### src/addrgen_pkg.sv
`default_nettype none

package addrgen_pkg;

  ////////////////////////////////////////////////////////////////////////////
  // Bus constants
  ////////////////////////////////////////////////////////////////////////////

  localparam int unsigned AddrWidth     = 32;
  localparam int unsigned PageBits      = 12;
  localparam int unsigned MaxBurstBeats = 256;

  localparam logic [1:0] BurstIncr       = 2'b01;
  localparam logic [3:0] CacheModifiable = 4'b0010;

  typedef logic [AddrWidth-1:0] addr_t;
  typedef logic [15:0]          vlen_t;
  typedef logic signed [31:0]   stride_t;
  // Number of beats minus one
  typedef logic [7:0]           beat_len_t;
  typedef logic [2:0]           ax_size_t;

  // Encoded as log2 of the element bytes
  typedef enum logic [1:0] {
    EW8  = 2'd0,
    EW16 = 2'd1,
    EW32 = 2'd2,
    EW64 = 2'd3
  } vew_e;

  typedef enum logic [1:0] {
    OP_VLE,
    OP_VSE,
    OP_VLSE,
    OP_VSSE
  } vec_op_e;

  ////////////////////////////////////////////////////////////////////////////
  // Interface structs
  ////////////////////////////////////////////////////////////////////////////

  typedef struct packed {
    vec_op_e op;
    addr_t   base_addr;
    vlen_t   vl;
    stride_t stride;
    vew_e    vew;
  } vinsn_req_t;

  typedef struct packed {
    addr_t   addr;
    vlen_t   len;
    stride_t stride;
    vew_e    vew;
    logic    is_load;
    logic    is_burst;
  } mem_req_t;

  typedef struct packed {
    addr_t      addr;
    beat_len_t  len;
    ax_size_t   size;
    logic [1:0] burst;
    logic [3:0] cache;
  } ax_req_t;

  typedef struct packed {
    addr_t     addr;
    beat_len_t len;
    ax_size_t  size;
    logic      is_load;
  } lsu_req_t;

endpackage

`default_nettype wire
### src/vec_addrgen.sv
`timescale 1ns/1ps
`default_nettype none

module vec_addrgen #(
  parameter int unsigned AxiDataWidth = 64,
  parameter int unsigned QueueDepth   = 4
) (
  input  wire logic                    clk_i,
  input  wire logic                    rst_ni,
  input  wire addrgen_pkg::vinsn_req_t vinsn_i,
  input  wire logic                    vinsn_valid_i,
  output logic                         ack_o,
  output logic                         error_o,
  output addrgen_pkg::ax_req_t         axi_ar_o,
  output logic                         axi_ar_valid_o,
  input  wire logic                    axi_ar_ready_i,
  output addrgen_pkg::ax_req_t         axi_aw_o,
  output logic                         axi_aw_valid_o,
  input  wire logic                    axi_aw_ready_i,
  output addrgen_pkg::lsu_req_t        lsu_req_o,
  output logic                         lsu_req_valid_o,
  input  wire logic                    lsu_req_ready_i
);

  addrgen_pkg::mem_req_t mem_req;
  logic                  mem_req_valid;
  logic                  mem_req_done;

  addrgen_pkg::lsu_req_t queue_req;
  logic                  queue_push;
  logic                  queue_full;
  logic                  queue_empty;

  assign lsu_req_valid_o = ~queue_empty;

  vinsn_ctrl i_vinsn_ctrl (
    .clk_i           (clk_i),
    .rst_ni          (rst_ni),
    .vinsn_i         (vinsn_i),
    .vinsn_valid_i   (vinsn_valid_i),
    .ack_o           (ack_o),
    .error_o         (error_o),
    .mem_req_o       (mem_req),
    .mem_req_valid_o (mem_req_valid),
    .mem_req_done_i  (mem_req_done)
  );

  axi_burst_gen #(
    .AxiDataWidth (AxiDataWidth)
  ) i_axi_burst_gen (
    .clk_i                (clk_i),
    .rst_ni               (rst_ni),
    .mem_req_i            (mem_req),
    .mem_req_valid_i      (mem_req_valid),
    .mem_req_done_o       (mem_req_done),
    .axi_ar_o             (axi_ar_o),
    .axi_ar_valid_o       (axi_ar_valid_o),
    .axi_ar_ready_i       (axi_ar_ready_i),
    .axi_aw_o             (axi_aw_o),
    .axi_aw_valid_o       (axi_aw_valid_o),
    .axi_aw_ready_i       (axi_aw_ready_i),
    .queue_push_o         (queue_push),
    .queue_req_o          (queue_req),
    .queue_full_i         (queue_full),
    .queue_empty_i        (queue_empty),
    .queue_head_is_load_i (lsu_req_o.is_load)
  );

  // Pop only on a completed valid/ready handshake
  lsu_req_fifo #(
    .QueueDepth (QueueDepth)
  ) i_lsu_req_fifo (
    .clk_i   (clk_i),
    .rst_ni  (rst_ni),
    .push_i  (queue_push),
    .data_i  (queue_req),
    .full_o  (queue_full),
    .pop_i   (lsu_req_ready_i & lsu_req_valid_o),
    .data_o  (lsu_req_o),
    .empty_o (queue_empty)
  );

endmodule

`default_nettype wire

### src/axi_burst_gen.sv
`timescale 1ns/1ps
`default_nettype none

module axi_burst_gen #(
  parameter int unsigned AxiDataWidth = 64
) (
  input  wire logic                  clk_i,
  input  wire logic                  rst_ni,
  input  wire addrgen_pkg::mem_req_t mem_req_i,
  input  wire logic                  mem_req_valid_i,
  output logic                       mem_req_done_o,
  output addrgen_pkg::ax_req_t       axi_ar_o,
  output logic                       axi_ar_valid_o,
  input  wire logic                  axi_ar_ready_i,
  output addrgen_pkg::ax_req_t       axi_aw_o,
  output logic                       axi_aw_valid_o,
  input  wire logic                  axi_aw_ready_i,
  output logic                       queue_push_o,
  output addrgen_pkg::lsu_req_t      queue_req_o,
  input  wire logic                  queue_full_i,
  input  wire logic                  queue_empty_i,
  input  wire logic                  queue_head_is_load_i
);

  localparam int unsigned BeatBytes = AxiDataWidth / 8;
  localparam int unsigned BeatLog   = $clog2(BeatBytes);

  localparam addrgen_pkg::addr_t BeatMask   = addrgen_pkg::addr_t'(BeatBytes - 1);
  localparam addrgen_pkg::addr_t PageMask   =
    addrgen_pkg::addr_t'((1 << addrgen_pkg::PageBits) - 1);
  localparam addrgen_pkg::addr_t BurstBytes =
    addrgen_pkg::addr_t'(addrgen_pkg::MaxBurstBeats * BeatBytes);

  typedef enum logic [1:0] {
    IDLE,
    SETUP,
    REQUESTING
  } state_e;

  // Last byte of the next burst, limited by burst size, page and data end
  function automatic addrgen_pkg::addr_t burst_last(addrgen_pkg::addr_t addr,
                                                    addrgen_pkg::vlen_t len,
                                                    addrgen_pkg::vew_e  vew);
    addrgen_pkg::addr_t base;
    addrgen_pkg::addr_t last;
    addrgen_pkg::addr_t page_end;
    addrgen_pkg::addr_t data_end;
    base     = addr & ~BeatMask;
    last     = base + BurstBytes - 1'b1;
    page_end = base | PageMask;
    data_end = (addr + (addrgen_pkg::addr_t'(len) << vew) - 1'b1) | BeatMask;
    if (page_end < last) begin
      last = page_end;
    end
    if (data_end < last) begin
      last = data_end;
    end
    return last;
  endfunction

  state_e                state_q;
  state_e                state_d;
  addrgen_pkg::mem_req_t req_q;
  addrgen_pkg::mem_req_t req_d;
  addrgen_pkg::addr_t    start_q;
  addrgen_pkg::addr_t    start_d;
  addrgen_pkg::addr_t    end_q;
  addrgen_pkg::addr_t    end_d;
  addrgen_pkg::addr_t    next_q;
  addrgen_pkg::addr_t    next_d;

  addrgen_pkg::beat_len_t beat_len;
  addrgen_pkg::ax_size_t  beat_size;
  addrgen_pkg::addr_t     consumed;
  addrgen_pkg::addr_t     next_addr;
  addrgen_pkg::vlen_t     next_len;
  addrgen_pkg::ax_req_t   ax_req;
  logic                   can_issue;
  logic                   ax_ready;
  logic                   fire;

  ////////////////////////////////////////////////////////////////////////////
  // Current transaction
  ////////////////////////////////////////////////////////////////////////////

  assign beat_len  = req_q.is_burst ?
                     addrgen_pkg::beat_len_t'((end_q - start_q) >> BeatLog) : '0;
  assign beat_size = req_q.is_burst ?
                     addrgen_pkg::ax_size_t'(BeatLog) : addrgen_pkg::ax_size_t'(req_q.vew);

  // Elements covered by this burst
  assign consumed = (end_q - req_q.addr + 1'b1) >> req_q.vew;

  always_comb begin
    if (req_q.is_burst) begin
      next_addr = next_q;
      if (addrgen_pkg::addr_t'(req_q.len) <= consumed) begin
        next_len = '0;
      end else begin
        next_len = req_q.len - addrgen_pkg::vlen_t'(consumed);
      end
    end else begin
      next_addr = req_q.addr + addrgen_pkg::addr_t'(req_q.stride);
      next_len  = req_q.len - 1'b1;
    end
  end

  // Keep response order by never mixing directions in the queue
  assign can_issue = (state_q == REQUESTING) && !queue_full_i &&
                     (queue_empty_i || (queue_head_is_load_i == req_q.is_load));
  assign ax_ready  = req_q.is_load ? axi_ar_ready_i : axi_aw_ready_i;
  assign fire      = can_issue && ax_ready;

  assign ax_req = '{
    addr:  req_q.addr,
    len:   beat_len,
    size:  beat_size,
    burst: addrgen_pkg::BurstIncr,
    cache: addrgen_pkg::CacheModifiable
  };

  assign axi_ar_o       = ax_req;
  assign axi_aw_o       = ax_req;
  assign axi_ar_valid_o = can_issue && req_q.is_load;
  assign axi_aw_valid_o = can_issue && !req_q.is_load;

  assign queue_push_o = fire;
  assign queue_req_o  = '{
    addr:    req_q.addr,
    len:     beat_len,
    size:    beat_size,
    is_load: req_q.is_load
  };

  // An empty request finishes right after setup
  assign mem_req_done_o = (fire && (next_len == '0)) ||
                          ((state_q == SETUP) && (req_q.len == '0));

  ////////////////////////////////////////////////////////////////////////////
  // FSM
  ////////////////////////////////////////////////////////////////////////////

  always_comb begin
    state_d = state_q;
    req_d   = req_q;
    start_d = start_q;
    end_d   = end_q;
    next_d  = next_q;
    case (state_q)
      IDLE: begin
        if (mem_req_valid_i) begin
          req_d   = mem_req_i;
          state_d = SETUP;
        end
      end
      SETUP: begin
        start_d = req_q.addr & ~BeatMask;
        end_d   = burst_last(req_q.addr, req_q.len, req_q.vew);
        next_d  = end_d + 1'b1;
        state_d = (req_q.len == '0) ? IDLE : REQUESTING;
      end
      REQUESTING: begin
        if (fire) begin
          req_d.addr = next_addr;
          req_d.len  = next_len;
          start_d    = next_addr & ~BeatMask;
          end_d      = burst_last(next_addr, next_len, req_q.vew);
          next_d     = end_d + 1'b1;
          if (next_len == '0) begin
            state_d = IDLE;
          end
        end
      end
      default: begin
        state_d = IDLE;
      end
    endcase
  end

  always_ff @(posedge clk_i or negedge rst_ni) begin
    if (!rst_ni) begin
      state_q <= IDLE;
    end else begin
      state_q <= state_d;
    end
  end

  always_ff @(posedge clk_i) begin
    req_q   <= req_d;
    start_q <= start_d;
    end_q   <= end_d;
    next_q  <= next_d;
  end

  // A stalled request holds even when the queue drains meanwhile
  assert property (@(posedge clk_i) disable iff (!rst_ni)
    axi_ar_valid_o && !axi_ar_ready_i |=> axi_ar_valid_o && $stable(axi_ar_o));
  assert property (@(posedge clk_i) disable iff (!rst_ni)
    axi_aw_valid_o && !axi_aw_ready_i |=> axi_aw_valid_o && $stable(axi_aw_o));

endmodule

`default_nettype wire

### src/vinsn_ctrl.sv
`timescale 1ns/1ps
`default_nettype none

module vinsn_ctrl (
  input  wire logic                    clk_i,
  input  wire logic                    rst_ni,
  input  wire addrgen_pkg::vinsn_req_t vinsn_i,
  input  wire logic                    vinsn_valid_i,
  output logic                         ack_o,
  output logic                         error_o,
  output addrgen_pkg::mem_req_t        mem_req_o,
  output logic                         mem_req_valid_o,
  input  wire logic                    mem_req_done_i
);

  typedef enum logic [1:0] {
    IDLE,
    CHECK,
    ISSUE
  } state_e;

  state_e                  state_q;
  state_e                  state_d;
  addrgen_pkg::vinsn_req_t vinsn_q;
  addrgen_pkg::addr_t      align_mask;
  logic                    misaligned;
  // Burst generator has finished, acknowledge on the next cycle
  logic                    done_q;

  // Low address bits must be zero for the element width
  assign align_mask = (addrgen_pkg::addr_t'(1) << vinsn_q.vew) - 1'b1;
  assign misaligned = |(vinsn_q.base_addr & align_mask);

  assign mem_req_o = '{
    addr:     vinsn_q.base_addr,
    len:      vinsn_q.vl,
    stride:   vinsn_q.stride,
    vew:      vinsn_q.vew,
    is_load:  vinsn_q.op inside {addrgen_pkg::OP_VLE, addrgen_pkg::OP_VLSE},
    is_burst: vinsn_q.op inside {addrgen_pkg::OP_VLE, addrgen_pkg::OP_VSE}
  };

  assign mem_req_valid_o = ((state_q == CHECK) && !misaligned) ||
                           ((state_q == ISSUE) && !done_q);
  assign error_o         = (state_q == CHECK) && misaligned;
  assign ack_o           = error_o || ((state_q == ISSUE) && done_q);

  always_comb begin
    state_d = state_q;
    case (state_q)
      IDLE: begin
        if (vinsn_valid_i) begin
          state_d = CHECK;
        end
      end
      CHECK: begin
        state_d = misaligned ? IDLE : ISSUE;
      end
      ISSUE: begin
        if (done_q) begin
          state_d = IDLE;
        end
      end
      default: begin
        state_d = IDLE;
      end
    endcase
  end

  always_ff @(posedge clk_i or negedge rst_ni) begin
    if (!rst_ni) begin
      state_q <= IDLE;
      done_q  <= 1'b0;
    end else begin
      state_q <= state_d;
      if (state_d != ISSUE) begin
        done_q <= 1'b0;
      end else if (mem_req_done_i) begin
        done_q <= 1'b1;
      end
    end
  end

  always_ff @(posedge clk_i) begin
    if ((state_q == IDLE) && vinsn_valid_i) begin
      vinsn_q <= vinsn_i;
    end
  end

  // The burst generator reports done once and only for an issued request
  assert property (@(posedge clk_i) disable iff (!rst_ni)
    mem_req_done_i |-> (state_q == ISSUE) && !done_q);

endmodule

`default_nettype wire

### src/lsu_req_fifo.sv
`timescale 1ns/1ps
`default_nettype none

module lsu_req_fifo #(
  parameter int unsigned QueueDepth = 4
) (
  input  wire logic                  clk_i,
  input  wire logic                  rst_ni,
  input  wire logic                  push_i,
  input  wire addrgen_pkg::lsu_req_t data_i,
  output logic                       full_o,
  input  wire logic                  pop_i,
  output addrgen_pkg::lsu_req_t      data_o,
  output logic                       empty_o
);

  localparam int unsigned PtrWidth = $clog2(QueueDepth);

  typedef logic [PtrWidth-1:0] ptr_t;
  typedef logic [PtrWidth:0]   count_t;

  addrgen_pkg::lsu_req_t mem_q [QueueDepth];

  ptr_t   wr_ptr_q;
  ptr_t   rd_ptr_q;
  count_t count_q;

  assign full_o  = (count_q == count_t'(QueueDepth));
  assign empty_o = (count_q == '0);
  // Head is read straight from storage
  assign data_o  = mem_q[rd_ptr_q];

  always_ff @(posedge clk_i or negedge rst_ni) begin
    if (!rst_ni) begin
      wr_ptr_q <= '0;
      rd_ptr_q <= '0;
      count_q  <= '0;
    end else begin
      // Depth is a power of two, so the pointers wrap on their own
      if (push_i) begin
        wr_ptr_q <= wr_ptr_q + 1'b1;
      end
      if (pop_i) begin
        rd_ptr_q <= rd_ptr_q + 1'b1;
      end
      if (push_i && !pop_i) begin
        count_q <= count_q + 1'b1;
      end else if (!push_i && pop_i) begin
        count_q <= count_q - 1'b1;
      end
    end
  end

  always_ff @(posedge clk_i) begin
    if (push_i) begin
      mem_q[wr_ptr_q] <= data_i;
    end
  end

  // Both sides of the queue sit in other modules
  assert property (@(posedge clk_i) disable iff (!rst_ni) push_i |-> !full_o);
  assert property (@(posedge clk_i) disable iff (!rst_ni) pop_i |-> !empty_o);

endmodule

`default_nettype wire

### config.mk
export PLATFORM = sky130hd
export DESIGN_NAME = vec_addrgen
export DESIGN_NICKNAME = d
export VERILOG_FILES = /design/src/addrgen_pkg.sv /design/src/vec_addrgen.sv /design/src/axi_burst_gen.sv /design/src/vinsn_ctrl.sv /design/src/lsu_req_fifo.sv
export SDC_FILE = /design/constraint.sdc
export NUM_CORES = 1
export LEC_CHECK = 0
export BUFFER_PORTS_ARGS = -buffer_cell sky130_fd_sc_hd__buf_2
export CAP_MARGIN = 40
export CORE_UTILIZATION = 35
export CTS_CLUSTER_SIZE = 25
export DETAILED_ROUTE_END_ITERATION = 10
export GPL_TIMING_DRIVEN = 1
export PLACE_DENSITY_LB_ADDON = 0.12
export SLEW_MARGIN = 20
export SYNTH_ARGS = -nofsm -noshare
export SYNTH_HDL_FRONTEND = slang
export SYNTH_SLANG_ARGS = --single-unit
### constraint.sdc
create_clock -name clk_i -period 15.5 [get_ports clk_i]
set_input_delay 3.1 -clock clk_i [delete_from_list [all_inputs] [get_ports clk_i]]
set_output_delay 3.1 -clock clk_i [all_outputs]
set_load 0.005 [all_outputs]
==> results of run 1 <==
[repair_timing]
action	in CTS	in global routing
setup endpoints to repair	0	20
gates resized for setup	0	3
setup buffers	0	6
[cell families (layout without fill, tap and decap cells)]
group,Yosys count,in the layout,synth area share (%)
multiplexers,133,133,6.05
adder cells (fa/ha/maj),318,318,12.5
buffers and inverters,469,707,6.84
AO/OA/AOI/OAI,793,793,16.7
flip-flops,418,418,39.1
other,2,16,0.0235
AND/OR/NAND/NOR,875,875,13.7
XOR/XNOR,184,184,5.04
[layer usage]
layer	GRT usage [%]	up-vias	routed length [um]
met3	2.83	127	6280
met5	0	-	0
met1	34.6	12800	53900
met2	39.2	842	52100
met4	6.66	0	3020
li1	-	12200	-
[final timing paths]
check,startpoint,endpoint,slack (ps)
min reg2reg,i_vinsn_ctrl.mem_req_o[22],i_axi_burst_gen.req_q[22],420
min in group asynchronous,rst_ni,i_vinsn_ctrl.done_q,2450
max,i_axi_burst_gen.axi_ar_o[23],i_axi_burst_gen.next_q[31],1430
max in group asynchronous,rst_ni,i_lsu_req_fifo.rd_ptr_q[0],12620
max reg2reg,i_axi_burst_gen.axi_ar_o[23],i_axi_burst_gen.next_q[31],1430
min,i_vinsn_ctrl.mem_req_o[22],i_axi_burst_gen.req_q[22],420
[worst max-delay path, delay by kind of cell, from the launching register on]
kind | cells | cell delay, ps
xor gates and xnor gates | 3 | 510
AOI/OAI and AO/OA | 25 | 5610
and+or+nand+nor | 20 | 3700
buffers and inverters | 10 | 1560
DFF | 1 | 320
adders and majority gates | 7 | 2100
[synth_stat cells, types with 26 or more instances]
library cell,instances
o21ai_0,142
nor2_1,184
edfxtp_1,406
o211ai_1,28
nand4_1,46
a21oi_1,205
clkbuf_1,79
and2_1,37
xor2_1,65
o22ai_1,26
nor2b_1,29
nor3_1,85
a31oi_1,26
nand2_1,243
inv_1,243
nand2b_1,33
ha_1,314
buf_4,103
a211oi_1,34
and3_1,35
o21a_1,36
xnor2_1,119
or3_1,27
mux2i_1,65
a21o_1,82
mux4_2,46
nand3_1,67
[cell type report]
type / count / area (sq um)
Antenna cell: 1 / 2.50
Clock buffer: 59 / 1310
Clock inverter: 32 / 398
Fill cell: 8855 / 54000
Inverter: 245 / 920
Multi-Input combinational cell: 2318 / 17400
Sequential cell: 418 / 12500
Tap cell: 1176 / 1470
Timing Repair Buffer: 371 / 2270
[per-stage QoR]
| stage | worst slack, ps | area [sq um] |
|---|---|---|
| after floorplan | 3100 | 32000 |
| after global placement | 1290 | 34400 |
| after detailed placement | 1060 | 34500 |
| after CTS | 1030 | 36200 |
| after global routing | 64.4 | 36300 |
| final | 1430 | 36300 |
[sequential cells by signal (all words and copies together) (netlist names)]
register and count:
i_lsu_req_fifo.mem_q 172, i_vinsn_ctrl.mem_req_o 82, i_axi_burst_gen.req_q 51, i_axi_burst_gen.axi_ar_o 32
i_axi_burst_gen.end_q 29, i_axi_burst_gen.next_q 29, i_axi_burst_gen.start_q 8, i_lsu_req_fifo.count_q 3
i_axi_burst_gen.state_q 2, i_lsu_req_fifo.rd_ptr_q 2, i_lsu_req_fifo.wr_ptr_q 2, i_vinsn_ctrl.state_q 2
i_vinsn_ctrl.vinsn_q 2, i_axi_burst_gen.queue_req_o 1, i_vinsn_ctrl.done_q 1
==> results.yml, run 1 <==
run_status:
  outcome: "complete, no violations"
run:
  max_cap_violations: 0
floorplan:
  pin_count: 237
  die_area_sq_mm: 0.0925
  rows: 110
  die_h_um: 304
  die_x_um: 304
  core_area_sq_mm: 0.0903
  start_util_pct: 35.4
sta:
  fin_setup_tns_ps: 0
  skew_ps: 41.9
  rsz0062_at_grt: "false"
  hold_violations: 0
  worstMarginPinSlew_ps: 873
  layout_min_cycle_time_ps: 14070
  drv_slew: 0
  setup_viol: 0
  max_freq_ghz: 0.0711
  finalCritPeriodShare_pct: 90.7
  slew-limit-headroom_pct: 41.8
  hold_ws_ps: 416
setup_path:
  endpoint_kind: "register"
  worstPathMaxFanout: 12
  start_kind: "register"
  reg2reg_depth: 65
  crit_type: "register to register"
  cp.required_ps: 15890
  crit_arrival_ps: 14460
  slowest_delay_ps: 510
  worst_path_max_delay_cell: "or4_1"
synth:
  yosys_warnings: 0
  yosysTopAreaCellShare_pct: 38.2
  synthTopCellsByArea: "edfxtp_1 (38%), ha_1 (12%), xnor2_1 (3.3%)"
  ys_types: 107
  yosysTopAreaCell: "edfxtp_1"
  ys_seq_area_share_pct: 39.1
  synth_ff_type: "edfxtp_1"
  syn_area_sq_mm: 0.0320
  ys_seq_elements: 418
  synth-edff-count: 406
  ys_async_sr_fraction_pct: 2.87
  synthCells: 3192
  postSynthAreaPerCell_sq_um: 10.0
global_routing:
  antenna_found_initial: 3
  gr-total-overflow: 0
  grt_start_max_net_pins: 57
  grt_pass1_vias: 25600
  grt_pass1_wl_um: 169000
  track_usage_pct: 24.4
min_path:
  hold_depth: 0
  hold_class: "register to register"
routing:
  routed_wire_length_per_instance_um: 25.0
  drc_errors: 0
  via_per_inst: 5.62
  firstDrtPassIters: 5
  wl_um: 115000
  num_vias: 25900
  drtIter0Drc: 2090
  ant_nets: 0
place:
  numPortBuffers: 221
  hpwlAfterDp_um: 92600
  routabilityCongestion: 0.932
  dp.cells: 4520
clock_network:
  cts_root_buf: "clkbuf_16"
  clk_latency_ps: 650
  clockBufferDepth: 3
  cts_tree: "yes"
  cts_made_buffers: 51
  cts.reportedPaths.clkPinSlew_ps: 60
  clock_sink_count: 418
  h-tree-depth: 2
  ctsHoldBuffers: 0
final_layout:
  layout_commonest_cell: "edfxtp_1"
  final_cells: 4620
  syn_to_final_growth_pct: 13.5
  final_util_pct: 40.2
  layout_common_cells: "edfxtp_1 (406), ha_1 (314), inv_1 (243), nand2_1 (243), buf_2 (222)"
  drive_gt1_share_pct: 17.0
  nets: 3813
Power of run 1 is left out: the tool's default activity adds up to more than one toggle a clock period on the data nets, which glitch-free logic cannot reach.
==> inputs of run 2 (changes only) <==
- clock period: 15.5 -> 12.77 ns (I/O delays scaled with it)
==> run 2 against run 1 <==
Compared with the run above: global-route usage grew 1.6 points; clock skew down 20 ps; first-iteration DRC count is 4.4% higher.
==> results.yml, run 2 (synthesis gave the netlist of run 1 again) <==
setup_path:
  path_common_cell: "buf_4"
  reg2reg_depth: 65
  r2r_slack_ps: 470
  worstPathMaxFanout: 8
  cp-endpoint: "i_axi_burst_gen.next_q[23]"
  worst_path_max_delay_cell: "edfxtp_1"
  crit_arrival_ps: 12680
  worst_r2r_endpoint: "i_axi_burst_gen.next_q[23]"
  slowest_delay_ps: 460
  cp.required_ps: 13150
  crit_type: "register to register"
  reg2reg_from: "i_axi_burst_gen.end_q[4]"
  start_kind: "register"
  setup.worst_path.start: "i_axi_burst_gen.end_q[4]"
  endpoint_kind: "register"
final_layout:
  syn_to_final_growth_pct: 24.6
  drive_gt1_share_pct: 28.6
  layout_commonest_cell: "buf_4"
  final_cell_area_sq_mm: 0.0398
  layout_common_cells: "buf_4 (472), edfxtp_1 (406), ha_1 (282), nand2_1 (243), inv_1 (231)"
  nets: 4147
  final_util_pct: 44.1
  n_fill_cell: 8781
  regMostFlops: "i_lsu_req_fifo.mem_q"
  largest_register_ffs: 172
min_path:
  hold_class: "register to register"
sta:
  hold_violations: 0
  slew-limit-headroom_pct: 41.1
  setup_viol: 0
  fin_setup_tns_ps: 0
  finalCritPeriodShare_pct: 96.3
  drv_slew: 0
  max_freq_ghz: 0.0813
  worstMarginPinSlew_ps: 875
  skew_ps: 21.8
  layout_min_cycle_time_ps: 12300
floorplan:
  die_area_sq_mm: 0.0925
  core_area_sq_mm: 0.0903
  pin_count: 237
  die_x_um: 304
  rows: 110
  die_h_um: 304
  start_util_pct: 35.4
global_routing:
  antenna_found_initial: 8
  grt_pass1_wl_um: 179000
  gr-total-overflow: 0
  grt_pass1_vias: 26900
  track_usage_pct: 26.1
  grt_start_max_net_pins: 57
routing:
  drtIter0Drc: 2183
  ant_nets: 0
  wl_met2_um: 55400
  drc_errors: 0
  routed.top_layer: "met4"
  wl_met3_um: 6380
  via_per_inst: 5.54
  drt-met1-wl_um: 57700
  num_vias: 27500
  firstDrtPassIters: 8
  routed_wire_length_per_instance_um: 24.8
  wl_um: 123000
clock_network:
  cts.reportedPaths.clkPinSlew_ps: 60
  cts_root_buf: "clkbuf_16"
  cts_tree: "yes"
  cts_made_buffers: 51
  clk_latency_ps: 650
  clockBufferDepth: 3
  h-tree-depth: 2
  clock_sink_count: 418
place:
  numPortBuffers: 221
  routabilityCongestion: 0.937
  place_area_sq_mm: 0.0368
  hpwlAfterDp_um: 99700
run:
  max_cap_violations: 0
run_status:
  outcome: "complete, no violations"
-- run 2: changes by cell type in the layout (fill, tap and decap cells not counted), moves of 10 or more --
cell / previous run / this run
inv_1: 243 / 231
nor3_1: 84 / 73
a21oi_1: 203 / 173
inv_2: 1 / 13
o21ai_0: 141 / 120
o21ai_1: 13 / 28
ha_4: 0 / 24
a21oi_2: 3 / 28
nor2_1: 181 / 171
buf_4: 144 / 472
ha_1: 314 / 282
-- run 2: worst max-delay path: cells and delay by family (launching register included) --
family	cells	cell delay [ps]
xor gates and xnor gates	2	460
adders and majority gates	7	1790
and+or+nand+nor	17	3030
DFF	1	460
muxes	2	360
buffers and inverters	9	1290
AOI/OAI and AO/OA	28	4620
-- run 2: layout make-up --
cell class,instances,area [sq um],share of cell area [%]
Antenna cell,2,5.00,0.0126
Clock buffer,59,1330,3.33
Clock inverter,35,352,0.883
Inverter,245,920,2.31
Multi-Input combinational cell,2318,18400,46.3
Sequential cell,418,12500,31.4
Tap cell,1176,1470,3.69
Timing Repair Buffer,705,4820,12.1
-- run 2: how the worst min path moves through the flow --
stage                          startpoint                   endpoint  slack [ps]  cells past startpoint
2_1_floorplan  i_vinsn_ctrl.mem_req_o[10]  i_axi_burst_gen.req_q[10]         400                      0
3_3_place_gp   i_vinsn_ctrl.mem_req_o[14]  i_axi_burst_gen.req_q[14]         400                      0
3_5_place_dp   i_vinsn_ctrl.mem_req_o[33]  i_axi_burst_gen.req_q[33]         410                      0
4_1_cts        i_vinsn_ctrl.mem_req_o[33]  i_axi_burst_gen.req_q[33]         410                      0
5_1_grt        i_vinsn_ctrl.mem_req_o[18]  i_axi_burst_gen.req_q[18]         420                      0
6_report       i_vinsn_ctrl.mem_req_o[33]  i_axi_burst_gen.req_q[33]         410                      0
-- run 2: per-layer routing --
metal  track usage (%)  up-vias
li1                  -    12900
met5                 0        -
met3              2.58      152
met1              37.2    13600
met4              7.73        0
met2              41.5      871
-- run 2: repair_timing --
item / in CTS / in global routing
pin swaps: 15 / 91
hold buffers: 0 / 0
setup endpoints to repair: 37 / 48
gates resized for setup: 41 / 180
setup buffers: 11 / 23
-- run 2: through the flow --
stage          hold slack [ps]  setup WS (ps)  instances
3_5_place_dp               405           -691       4829
5_1_grt                    417          -85.9       4956
3_3_place_gp               402           -568       4825
4_1_cts                    411           14.8       4934
2_1_floorplan              400            365       3205
6_report                   413            470       4958
Power of run 2 is left out for the same reason.
